### config.mk
export PLATFORM = sky130hd
export DESIGN_NAME = l1_cache
export DESIGN_NICKNAME = d
export VERILOG_FILES = /design/src/source/cache_types_pkg.sv /design/src/source/cache_array.sv /design/src/source/l1_cache_datapath.sv /design/src/source/l1_cache_control.sv /design/src/source/l1_cache.sv
export SDC_FILE = /design/constraint.sdc
export NUM_CORES = 2
export LEC_CHECK = 0
export ABC_CLOCK_PERIOD_IN_PS = 4200
export BUFFER_PORTS_ARGS = -buffer_cell sky130_fd_sc_hd__buf_4
export CAP_MARGIN = 20
export CELL_PAD_IN_SITES_DETAIL_PLACEMENT = 0
export CELL_PAD_IN_SITES_GLOBAL_PLACEMENT = 1
export CORE_MARGIN = 4
export CORE_UTILIZATION = 45
export DETAILED_ROUTE_END_ITERATION = 8
export GPL_ROUTABILITY_DRIVEN = 0
export PLACE_DENSITY_LB_ADDON = 0.15
export SLEW_MARGIN = 20
export SYNTH_ARGS = -nofsm -noshare
export SYNTH_HDL_FRONTEND = slang
export SYNTH_SLANG_ARGS = --single-unit
export TNS_END_PERCENT = 1
### constraint.sdc
create_clock -name clk -period 4.2 [get_ports clk]
set_input_delay 0.84 -clock clk [delete_from_list [all_inputs] [get_ports clk]]
set_output_delay 0.84 -clock clk [all_outputs]
set_load 0.02 [all_outputs]
### src/source/cache_types_pkg.sv
package cache_types_pkg;

	localparam int addr_w = 16;
	localparam int line_bytes = 16;
	localparam int line_w = line_bytes * 8;
	localparam int num_sets = 8;
	localparam int index_w = $clog2(num_sets);
	localparam int offset_w = $clog2(line_bytes);
	localparam int tag_w = addr_w - index_w - offset_w; // 9 bits.

	typedef logic [tag_w-1:0] tag_t;
	typedef logic [index_w-1:0] index_t;
	typedef logic [line_w-1:0] line_t;
	typedef logic [line_bytes-1:0] byte_mask_t;

	typedef struct packed {
		tag_t tag;
		index_t index;
		logic [offset_w-1:0] offset;
	} cache_addr_t;

	typedef struct packed {
		logic valid0_write;
		logic valid1_write;
		logic valid_in;
		logic dirty0_write;
		logic dirty1_write;
		logic dirty_in;
		logic tag0_write;
		logic tag1_write;
		logic data0_write;
		logic data1_write;
		logic lru_write;
		logic lru_in;
		logic pmem_addr_sel; // 1 selects the write-back address.
		logic data_sel; // 1 selects the fill line.
	} array_wr_t;

	typedef struct packed {
		logic hit;
		logic way0_hit;
		logic lru;
		logic victim_dirty;
	} way_status_t;

endpackage

### src/source/cache_array.sv
`timescale 1ns/1ps

module cache_array #(
	parameter type payload_t = logic
) (
	input logic clk,
	input logic arst_n,
	input logic write,
	input cache_types_pkg::index_t index,
	input payload_t datain,
	output payload_t dataout
);

	import cache_types_pkg::*;

	payload_t entries [num_sets];

	always_ff @(posedge clk or negedge arst_n) begin
		if (!arst_n) begin
			for (int i = 0; i < num_sets; i++) begin
				entries[i] <= '0;
			end
		end else if (write) begin
			entries[index] <= datain;
		end
	end

	// Contents visible to the FSM in the same cycle.
	assign dataout = entries[index];

endmodule

### src/source/l1_cache_datapath.sv
`timescale 1ns/1ps

module l1_cache_datapath (
	input logic clk,
	input logic arst_n,
	input cache_types_pkg::cache_addr_t mem_address,
	input cache_types_pkg::line_t cpu_data,
	input cache_types_pkg::line_t pmem_data,
	input cache_types_pkg::byte_mask_t mem_byte_enable,
	input cache_types_pkg::array_wr_t ctrl,
	output cache_types_pkg::way_status_t status,
	output cache_types_pkg::line_t data_out,
	output cache_types_pkg::line_t pdata_out,
	output logic [15:0] pmem_address
);

	import cache_types_pkg::*;

	logic valid0;
	logic valid1;
	logic dirty0;
	logic dirty1;
	logic lru;
	tag_t tag0;
	tag_t tag1;
	tag_t victim_tag;
	line_t data0;
	line_t data1;
	line_t merged;
	line_t data_in;
	logic way0_hit;
	logic way1_hit;
	logic [addr_w-1:0] line_address;
	logic [addr_w-1:0] wb_address;

	cache_array #(.payload_t(logic)) i_valid0 (
		.clk(clk),
		.arst_n(arst_n),
		.write(ctrl.valid0_write),
		.index(mem_address.index),
		.datain(ctrl.valid_in),
		.dataout(valid0)
	);

	cache_array #(.payload_t(logic)) i_valid1 (
		.clk(clk),
		.arst_n(arst_n),
		.write(ctrl.valid1_write),
		.index(mem_address.index),
		.datain(ctrl.valid_in),
		.dataout(valid1)
	);

	cache_array #(.payload_t(logic)) i_dirty0 (
		.clk(clk),
		.arst_n(arst_n),
		.write(ctrl.dirty0_write),
		.index(mem_address.index),
		.datain(ctrl.dirty_in),
		.dataout(dirty0)
	);

	cache_array #(.payload_t(logic)) i_dirty1 (
		.clk(clk),
		.arst_n(arst_n),
		.write(ctrl.dirty1_write),
		.index(mem_address.index),
		.datain(ctrl.dirty_in),
		.dataout(dirty1)
	);

	cache_array #(.payload_t(logic)) i_lru (
		.clk(clk),
		.arst_n(arst_n),
		.write(ctrl.lru_write),
		.index(mem_address.index),
		.datain(ctrl.lru_in),
		.dataout(lru) // Way to replace next.
	);

	cache_array #(.payload_t(tag_t)) i_tag0 (
		.clk(clk),
		.arst_n(arst_n),
		.write(ctrl.tag0_write),
		.index(mem_address.index),
		.datain(mem_address.tag),
		.dataout(tag0)
	);

	cache_array #(.payload_t(tag_t)) i_tag1 (
		.clk(clk),
		.arst_n(arst_n),
		.write(ctrl.tag1_write),
		.index(mem_address.index),
		.datain(mem_address.tag),
		.dataout(tag1)
	);

	cache_array #(.payload_t(line_t)) i_data0 (
		.clk(clk),
		.arst_n(arst_n),
		.write(ctrl.data0_write),
		.index(mem_address.index),
		.datain(data_in),
		.dataout(data0)
	);

	cache_array #(.payload_t(line_t)) i_data1 (
		.clk(clk),
		.arst_n(arst_n),
		.write(ctrl.data1_write),
		.index(mem_address.index),
		.datain(data_in),
		.dataout(data1)
	);

	assign way0_hit = valid0 && (tag0 == mem_address.tag);
	assign way1_hit = valid1 && (tag1 == mem_address.tag);

	assign status.hit = way0_hit | way1_hit;
	assign status.way0_hit = way0_hit;
	assign status.lru = lru;
	assign status.victim_dirty = lru ? dirty1 : dirty0;

	assign data_out = way0_hit ? data0 : data1;

	// CPU bytes over the resident line.
	always_comb begin
		for (int i = 0; i < line_bytes; i++) begin
			merged[8*i +: 8] = mem_byte_enable[i] ? cpu_data[8*i +: 8] : data_out[8*i +: 8];
		end
	end

	assign data_in = ctrl.data_sel ? pmem_data : merged;

	assign pdata_out = lru ? data1 : data0;
	assign victim_tag = lru ? tag1 : tag0;

	assign line_address = {mem_address.tag, mem_address.index, {offset_w{1'b0}}};
	assign wb_address = {victim_tag, mem_address.index, {offset_w{1'b0}}};
	assign pmem_address = ctrl.pmem_addr_sel ? wb_address : line_address;

	// Fill only ever targets the way that missed, so one tag per set.
	a_one_way_hit: assert property (@(posedge clk) disable iff (!arst_n)
		!$isunknown(mem_address) |-> !(way0_hit && way1_hit))
		else $error("both ways hit for address %h", mem_address);

endmodule

### src/source/l1_cache_control.sv
`timescale 1ns/1ps

module l1_cache_control (
	input logic clk,
	input logic arst_n,
	input logic mem_read,
	input logic mem_write,
	input cache_types_pkg::way_status_t status,
	input logic pmem_resp,
	output cache_types_pkg::array_wr_t ctrl,
	output logic mem_resp,
	output logic pmem_read,
	output logic pmem_write
);

	import cache_types_pkg::*;

	typedef enum logic [1:0] {
		COMPARE,
		WRITEBACK,
		FILL
	} state_t;

	state_t state;
	state_t state_next;
	logic request;

	assign request = mem_read | mem_write;

	always_ff @(posedge clk or negedge arst_n) begin
		if (!arst_n) begin
			state <= COMPARE;
		end else begin
			state <= state_next;
		end
	end

	always_comb begin
		state_next = state;
		ctrl = '0;
		mem_resp = 1'b0;
		pmem_read = 1'b0;
		pmem_write = 1'b0;

		unique case (state)
			COMPARE: begin
				if (request && status.hit) begin
					mem_resp = 1'b1;
					ctrl.lru_write = 1'b1;
					ctrl.lru_in = status.way0_hit; // Point at the other way.
					if (mem_write) begin
						ctrl.data_sel = 1'b0;
						ctrl.data0_write = status.way0_hit;
						ctrl.data1_write = !status.way0_hit;
						ctrl.dirty_in = 1'b1;
						ctrl.dirty0_write = status.way0_hit;
						ctrl.dirty1_write = !status.way0_hit;
					end
				end else if (request) begin
					state_next = status.victim_dirty ? WRITEBACK : FILL;
				end
			end

			WRITEBACK: begin
				pmem_write = 1'b1;
				ctrl.pmem_addr_sel = 1'b1; // Victim tag, same index.
				if (pmem_resp) begin
					ctrl.dirty_in = 1'b0;
					ctrl.dirty0_write = !status.lru;
					ctrl.dirty1_write = status.lru;
					state_next = FILL;
				end
			end

			FILL: begin
				pmem_read = 1'b1;
				if (pmem_resp) begin
					ctrl.data_sel = 1'b1;
					ctrl.data0_write = !status.lru;
					ctrl.data1_write = status.lru;
					ctrl.tag0_write = !status.lru;
					ctrl.tag1_write = status.lru;
					ctrl.valid_in = 1'b1;
					ctrl.valid0_write = !status.lru;
					ctrl.valid1_write = status.lru;
					ctrl.dirty_in = 1'b0;
					ctrl.dirty0_write = !status.lru;
					ctrl.dirty1_write = status.lru;
					ctrl.lru_write = 1'b1;
					ctrl.lru_in = !status.lru;
					state_next = COMPARE; // Request now hits.
				end
			end

			default: begin
				state_next = COMPARE;
			end
		endcase
	end

	a_cpu_exclusive: assert property (@(posedge clk) disable iff (!arst_n)
		!(mem_read && mem_write))
		else $error("mem_read and mem_write high together");

	// A hit answers and the request drops before the next compare.
	a_resp_pulse: assert property (@(posedge clk) disable iff (!arst_n)
		mem_resp |=> !mem_resp)
		else $error("mem_resp held for more than one cycle");

	a_pmem_resp_solicited: assert property (@(posedge clk) disable iff (!arst_n)
		pmem_resp |-> (pmem_read || pmem_write))
		else $error("pmem_resp without an outstanding memory strobe");

endmodule

### src/source/l1_cache.sv
`timescale 1ns/1ps

module l1_cache (
	input logic clk,
	input logic arst_n,
	input logic mem_read,
	input logic mem_write,
	input cache_types_pkg::cache_addr_t mem_address,
	input cache_types_pkg::line_t mem_wdata,
	input cache_types_pkg::byte_mask_t mem_byte_enable,
	output logic mem_resp,
	output cache_types_pkg::line_t mem_rdata,
	output logic pmem_read,
	output logic pmem_write,
	output logic [15:0] pmem_address,
	output cache_types_pkg::line_t pmem_wdata,
	input cache_types_pkg::line_t pmem_rdata,
	input logic pmem_resp
);

	import cache_types_pkg::*;

	array_wr_t ctrl;
	way_status_t status;

	l1_cache_control i_control (
		.clk(clk),
		.arst_n(arst_n),
		.mem_read(mem_read),
		.mem_write(mem_write),
		.status(status),
		.pmem_resp(pmem_resp),
		.ctrl(ctrl),
		.mem_resp(mem_resp),
		.pmem_read(pmem_read),
		.pmem_write(pmem_write)
	);

	l1_cache_datapath i_datapath (
		.clk(clk),
		.arst_n(arst_n),
		.mem_address(mem_address),
		.cpu_data(mem_wdata),
		.pmem_data(pmem_rdata),
		.mem_byte_enable(mem_byte_enable),
		.ctrl(ctrl),
		.status(status),
		.data_out(mem_rdata), // Hit line.
		.pdata_out(pmem_wdata), // Victim line.
		.pmem_address(pmem_address)
	);

endmodule

# [Word level (Yosys, flattened, before mapping)]
# Cells that the tools add are included.
# Widths: inputs -> output; s select.
[totals] inputBits=293 reg_bits=2234
[classes] n_reduce_logical=8 magnitude_cmp=2 bitwise_logic=3 n_eq_ne=8 mux=86
[ops] op="$bwmux 1024" n=2
[ops] op="$mux 128" n=8
[ops] op="$bmux 128 s3" n=2
[ops] op="$demux 128 s3" n=1
[ops] op="$bwmux 72" n=2
[ops] op="$mux 8" n=16
[ops] op="$bmux 9 s3" n=2
[ops] op="$mux 9" n=6
[ops] op="$bwmux 8" n=5
[ops] op="$demux 9 s3" n=1
[ops] op="$eq 9x9->1" n=2
[ops] op="$mux 1" n=18
[ops] op="$mux 16" n=1
[ops] op="$bmux 1 s3" n=5
[ops] op="$mux 2" n=7
[ops] op="$mux 12" n=1
[ops] op="$mux 3" n=4
[ops] op="$pmux 3 s3" n=1
[ops] op="$pmux 4 s2" n=1
[ops] op="$ne 2x2->1 const B" n=3
[ops] op="$pmux 2 s3" n=1
[ops] op="$ge 4x4->1 const B" n=1
[ops] op="$logic_and 1x1->1" n=4
[ops] op="$lt 4x1->1 const B" n=1
[ops] op="10 further kinds" n=12

# [Logic depth before layout (Yosys ltp)]
[depth] word_depth=11 ltp_mapped=17 depth_no_buf=8

# [By module]
# Synthesis repeated with hierarchy kept, for this count alone.
[unflattened] hier_cells=8358 area_unflattened_um2=109620.1
[modules_own_cells] module="cache_array (i_datapath.i_data0 ...)" cells_each=3202 area_each_um2=46100.5 n_inst=2 seq_area_each_um2=25624.6
[modules_own_cells] module="l1_cache_datapath" cells_each=1298 area_each_um2=7968.9 n_inst=1 seq_area_each_um2=0.0
[modules_own_cells] module="cache_array (i_datapath.i_tag0 ...)" cells_each=235 area_each_um2=3448.3 n_inst=2 seq_area_each_um2=1801.7
[modules_own_cells] module="cache_array (i_datapath.i_dirty0 ...)" cells_each=30 area_each_um2=450.4 n_inst=5 seq_area_each_um2=200.2
[modules_own_cells] module="l1_cache_control" cells_each=36 area_each_um2=301.5 n_inst=1 seq_area_each_um2=50.0

# [Worst setup path before layout]
# Ideal clock, no wire load.
[synth_timing] kind="in2out" startpoint="in mem_address[6] (netlist name)" endpoint="out pmem_address[10]" path_buffers=9 stages=14 setup_slack_ps=-450 required_ps=3360 arrival_ps=3810 cell_sequence="buf_6 -> buf_4 -> buf_4 -> buf_4 -> buf_4 -> buf_2 -> nor2_1 -> clkbuf_1 -> a22oi_1 -> nand4_1 -> clkbuf_1 -> clkbuf_1 -> a21oi_1 -> o21ai_0"
[synth_between] elab_chain_len=6
[synth_rtl] element="start: declaration" line="l1_cache.sv:8" rtl="input cache_types_pkg::cache_addr_t mem_address,"
[synth_rtl] element="$not 3->4 (implied by the code) (*)" line="cache_array.sv:29" rtl="assign dataout = entries[index];"
[synth_rtl] element="$bmux 9 s3 / $bmux 1 s3 (equally long branches)" line="cache_array.sv:29"
[synth_rtl] element="$mux 9 (implied by the code) / $mux 1 (equally long branches) (2 in a row)" line="cache_array.sv:29"
[synth_rtl] element="$mux 9 (*)" line="l1_cache_datapath.sv:137" rtl="assign victim_tag = lru ? tag1 : tag0;"
[synth_rtl] element="$mux 16 (*)" line="l1_cache_datapath.sv:141" rtl="assign pmem_address = ctrl.pmem_addr_sel ? wb_address : line_address;"
[synth_rtl] element="end: declaration" line="l1_cache.sv:15" rtl="output logic [15:0] pmem_address,"
# Mark *: on every way between the ends. The rest lies on a longest branch, timed or not. The select of a mux whose other input is x is not followed.

# [Worst setup path after layout]
[layout_timing] startpoint="reg i_datapath.i_tag0.entries[43] (netlist name)" endpoint="out mem_rdata[42]"
[layout_between] elab_chain_len=6
[layout_rtl] element="start: declaration" line="cache_array.sv:16" rtl="payload_t entries [num_sets];"
[layout_rtl] element="start signal: indexed assignment" line="cache_array.sv:24" rtl="entries[index] <= datain;"
[layout_rtl] element="$bmux 9 s3" line="cache_array.sv:29"
[layout_rtl] element="$mux 9 (implied by the code) (2 in a row)" line="cache_array.sv:29"
[layout_rtl] element="$eq 9x9->1" line="l1_cache_datapath.sv:117" rtl="assign way0_hit = valid0 && (tag0 == mem_address.tag);"
[layout_rtl] element="$logic_and 1x1->1" line="l1_cache_datapath.sv:117"
[layout_rtl] element="$mux 128" line="l1_cache_datapath.sv:125" rtl="assign data_out = way0_hit ? data0 : data1;"
[layout_rtl] element="end: declaration" line="l1_cache.sv:12" rtl="output cache_types_pkg::line_t mem_rdata,"
# Every way passes these cells. The select of a mux whose other input is x is not followed.

==> Implementation_results.wiki <==
{| class="wikitable"
! Metric !! Value
|-
| Result of the run || finished, violations left
|-
| Violations in the final reports || setup timing
|-
| GR Overflow Total || 0
|-
| Hold_ws || 0.245 ns
|-
| WS Path Type || flop to output pin
|-
| Distinct cell type count of the synthesized netlist || 75
|-
| Setup slack after layout || -0.639 ns
|-
| Area grow syn2layout || 25.2%
|-
| Count of yosys warnings during synthesis || 0
|-
| Worst-path maximum fanout || 60
|-
| Count of mapped cells out of synthesis || 10100
|-
| Latest clock arrival within the worst-skew pair || 0.89 ns
|-
| Type of the worst min-delay path || input pin to flop
|-
| Slew @ Worst Pin || around 1.1 ns
|-
| Pwr per Cell Area || about 600 nW/um^2
|-
| WP data arrival || about 4.0 ns
|-
| R2r setup slk || about 0.090 ns
|-
| Fraction of final layout cells sized beyond drive strength 1 || a little under a quarter
|-
| 1st-pass router iterations || 6
|-
| TritonCTS clock tree || built
|-
| Initial DRC Count || ~5700
|-
| Final setup violating endpoints || ~250
|-
| Chip Height || between 500 and 600 um
|-
| Fmax achieved || between 200 and 250 MHz
|-
| Horizontal die dimension || 502 um
|-
| Overall via count from detail_route || between 80000 and 90000
|-
| Worst Clk Skew || 0.0270 ns
|-
| Quantity of I/O buffers inserted on ports || 559
|-
| Cell depth of the worst min-delay path || 2
|-
| Finished layout cell area || roughly 140000 um^2
|-
| Number of failing hold endpoints at the final stage || 0
|-
| Required time at the endpoint of the critical path || ~3.4 ns
|-
| Final critical-path required period || 4.84 ns
|-
| Final worst path period share || 115%
|-
| Number of ports placed on the die boundary || around 570
|-
| Max rail drop VDD || 0.390 mV
|-
| Via count of the first global-routing pass || approximately 85000
|-
| Starting density of the core || 45.2%
|-
| Count of placed standard cells in the final layout, fillers left out || 14700
|-
| Via-to-Cell Ratio || 5.50
|-
| Max-slew violations || 0
|-
| LEAKAGE || 0.0634 uW
|-
| Capturing point of the worst reg2reg path || i_datapath.i_data0.entries[774]$_DFFE_PN0P_
|-
| Wire length of the first global-routing pass || ~540000 um
|-
| Full die area || between 200000 and 300000 um^2
|-
| # rows || between 150 and 200
|-
| Synthesized area || approximately 110000 um^2
|-
| Worst slack, placed || -0.832 ns
|-
| Worst hold path endpoint || i_datapath.i_tag0.entries[7]$_DFFE_PN0P_
|-
| Top FF cell, synth || sky130_fd_sc_hd__dfrtp_1
|-
| DRC viols || 0
|-
| Post-synthesis sequential element count || roughly 2200
|-
| Crit Reg-Reg Startpoint || i_datapath.i_tag0.entries[43]$_DFFE_PN0P_
|-
| Total clock sinks || between 2000 and 2500
|-
| Clock transition time at the flip-flop clock pins of the worst setup and hold paths || around 0.060 ns
|-
| Routed length per instance || roughly 24 um
|-
| Half-perimeter wire length of the detailed placement result || approximately 230000 um
|-
| Antenna violations before repair || 6
|-
| Asr flop ratio synth || 100%
|-
| Wirelength, routed || approximately 360000 um
|-
| Worst R2R Path Depth || 15
|-
| Number of buffers on the longest clock path || 3
|-
| Post-DRT Antenna Nets || 0
|-
| Slew margin rel. || about 28%
|-
| Maxcap violations || 0
|-
| RSZ-0062 raised after global routing || true
|-
| Startpoint type of the worst setup path || flop
|-
| Post-place instance area || 128000 um^2
|-
| CTS H-tree lvls || 4
|-
| Hold path startpoint || mem_address[14]
|-
| Cells after DPL || 14200
|-
| Inserted Clock Buffers || roughly 240
|-
| Type of element capturing the critical path || output pin
|-
| Standard cell core area || 243000 um^2
|-
| Final Core Density || a little under three fifths
|-
| Largest net degree at the start of global routing || 170
|-
| All-Layer GR Usage || between 20% and 30%
|-
| Number of enable flip-flop cells after synthesis || 0
|-
| Average size of a mapped cell || 10.9 um^2
|-
| Sequential area share after synthesis || a little over 50%
|-
| Filler instances || slightly above 20000
|-
| CTS root buf || sky130_fd_sc_hd__clkbuf_16
|-
| Fin nets || 11600
|}
[per-layer routing]
layer / global-route usage, % / vias to the layer above / part of all wire (%)
met3: 3.17 / 489 / 4.2
met2: 46.7 / 1853 / 48
met4: 8.66 / 0 / 3.2
met1: 37.9 / 41900 / 44
met5: 0 / - / 0
li1: - / 36500 / -
[area by class of cell]
class                   instances  area, um^2  share of cell area [%]
diodes                          3        7.51                 0.00546
clock buffers                 344        6790                    4.94
clock inverters                84        1290                   0.936
inverters                    2054        7710                    5.61
multi-input cells            5018       42800                    31.2
flip-flops and latches       2234       55900                    40.7
well taps                    3202        4010                    2.92
repair buffers               1749       18800                    13.7
[cells in the final DEF (no fill, tap or decap), types with 48 or more instances in the layout]
master / netlist / routed
sky130_fd_sc_hd__dfrtp_1: 2234 / 2234
sky130_fd_sc_hd__a22oi_1: 742 / 741
sky130_fd_sc_hd__clkbuf_1: 345 / 60
sky130_fd_sc_hd__nor2_1: 372 / 366
sky130_fd_sc_hd__or4_4: 0 / 100
sky130_fd_sc_hd__inv_1: 2053 / 2053
sky130_fd_sc_hd__o21ai_0: 152 / 113
sky130_fd_sc_hd__clkbuf_8: 0 / 48
sky130_fd_sc_hd__and2_1: 128 / 90
sky130_fd_sc_hd__o22ai_1: 171 / 169
sky130_fd_sc_hd__a21oi_1: 280 / 231
sky130_fd_sc_hd__mux2i_1: 2077 / 2076
sky130_fd_sc_hd__a221oi_1: 103 / 101
sky130_fd_sc_hd__mux2_2: 184 / 183
sky130_fd_sc_hd__nand2_1: 80 / 77
sky130_fd_sc_hd__and3_1: 97 / 96
sky130_fd_sc_hd__clkbuf_16: 0 / 244
sky130_fd_sc_hd__buf_12: 0 / 409
sky130_fd_sc_hd__buf_4: 233 / 1280
sky130_fd_sc_hd__a31oi_4: 105 / 105
sky130_fd_sc_hd__nand4_1: 131 / 131
[through the flow]
stage,TNS [ns],total power (uW)
final,-94.46,81400
after global routing,-113.70,86100
after CTS,-94.03,81300
after detailed placement,-1413.94,59100
after global placement,-1342.88,58000
after floorplan,-46.63,47600
[worst max-delay path, cell delays in order (launching register included)]
cell and delay [ns]:
sky130_fd_sc_hd__dfrtp_1 0.38, sky130_fd_sc_hd__mux2_4 0.29, sky130_fd_sc_hd__a221oi_4 0.28, sky130_fd_sc_hd__o221ai_2 0.16, sky130_fd_sc_hd__xor2_1 0.16, sky130_fd_sc_hd__a2111o_2 0.42, sky130_fd_sc_hd__buf_12 0.19, sky130_fd_sc_hd__buf_16 0.17
sky130_fd_sc_hd__or4_4 0.54, sky130_fd_sc_hd__and2_1 0.19, sky130_fd_sc_hd__buf_4 0.16
[power by group]
group          switching (uW)  internal (uW)  total, uW  leakage [uW]
sequential               3780          29000      32800        0.0227
clock                    9020          12700      21800       0.00394
combinational           15200          11600      26800        0.0367
total                   28000          53400      81400        0.0634
[cell families after synthesis]
kind of cell | synth area share (%)
buffers and inverters | 11.0
muxes | 21.1
DFF | 50.9
AOI/OAI and AO/OA | 11.8
and+or+nand+nor | 5.21
xor gates and xnor gates | 0.0718
other | 0.00342
[state kept, by name (all words and copies together), names as in the netlist]
signal	cells
i_datapath.i_tag1.entries	72
i_datapath.i_data1.entries	1024
i_datapath.i_valid1.entries	8
i_datapath.i_dirty1.entries	8
i_datapath.i_lru.entries	8
i_datapath.i_tag0.entries	72
i_datapath.i_dirty0.entries	8
i_datapath.i_valid0.entries	8
i_datapath.i_data0.entries	1024
i_control.state	2
[synth_stat cells, types with 7 or more instances]
master                     instances  area share, %
sky130_fd_sc_hd__nand3_1          31           0.14
sky130_fd_sc_hd__o22ai_1         171           0.97
sky130_fd_sc_hd__and2_1          128           0.73
sky130_fd_sc_hd__a31oi_2          23           0.26
sky130_fd_sc_hd__nor2_1          372            1.3
sky130_fd_sc_hd__inv_1          2053            7.0
sky130_fd_sc_hd__nand4_1         131           0.75
sky130_fd_sc_hd__buf_4           233            1.6
sky130_fd_sc_hd__nand2_1          80           0.27
sky130_fd_sc_hd__buf_8            20           0.27
sky130_fd_sc_hd__dfrtp_1        2234             51
sky130_fd_sc_hd__clkbuf_1        345            1.2
sky130_fd_sc_hd__nor2_2            8          0.046
sky130_fd_sc_hd__and3_1           97           0.55
sky130_fd_sc_hd__buf_2           123           0.56
sky130_fd_sc_hd__a22oi_1         742            5.1
sky130_fd_sc_hd__or2_2             9          0.051
sky130_fd_sc_hd__buf_1            48           0.16
sky130_fd_sc_hd__a221oi_1        103           0.82
sky130_fd_sc_hd__mux2i_1        2077             19
sky130_fd_sc_hd__o21ai_0         152           0.69
sky130_fd_sc_hd__a21oi_1         280            1.3
sky130_fd_sc_hd__or4_1           129           0.88
sky130_fd_sc_hd__mux2_2          184            1.9
sky130_fd_sc_hd__a22o_1            8          0.064
sky130_fd_sc_hd__or3_1             7          0.040
sky130_fd_sc_hd__o221ai_1         36           0.29
sky130_fd_sc_hd__buf_6            17           0.17
sky130_fd_sc_hd__nor3_1           41           0.19
sky130_fd_sc_hd__nand2b_1         16          0.091
sky130_fd_sc_hd__a31oi_4         105            2.0
[repair_timing]
action | CTS | global route
resized for setup | 113 | 139
setup endpoints to repair | 266 | 264
buffers inserted | 8 | 10
cloned | 7 | 12
hold endpoints to repair | 39 | 0
pin swaps | 65 | 40
hold buffers | 1 | 0
[worst max path at each step]
stage                                         startpoint                                           to  slack (ns)  cells past startpoint
2_1_floorplan                             mem_address[6]                                mem_rdata[83]       -0.27                     12
3_3_place_gp                              mem_address[4]  i_datapath.i_data1.entries[341]$_DFFE_PN0P_       -0.83                     17
3_5_place_dp                              mem_address[4]  i_datapath.i_data1.entries[349]$_DFFE_PN0P_       -0.83                     17
4_1_cts        i_datapath.i_tag0.entries[34]$_DFFE_PN0P_                               mem_rdata[123]       -0.67                     11
5_1_grt        i_datapath.i_tag0.entries[69]$_DFFE_PN0P_                                mem_rdata[42]       -0.71                      9
6_report       i_datapath.i_tag0.entries[43]$_DFFE_PN0P_                                mem_rdata[42]       -0.64                     10
Note: power is estimated with default switching activity, not from simulation.
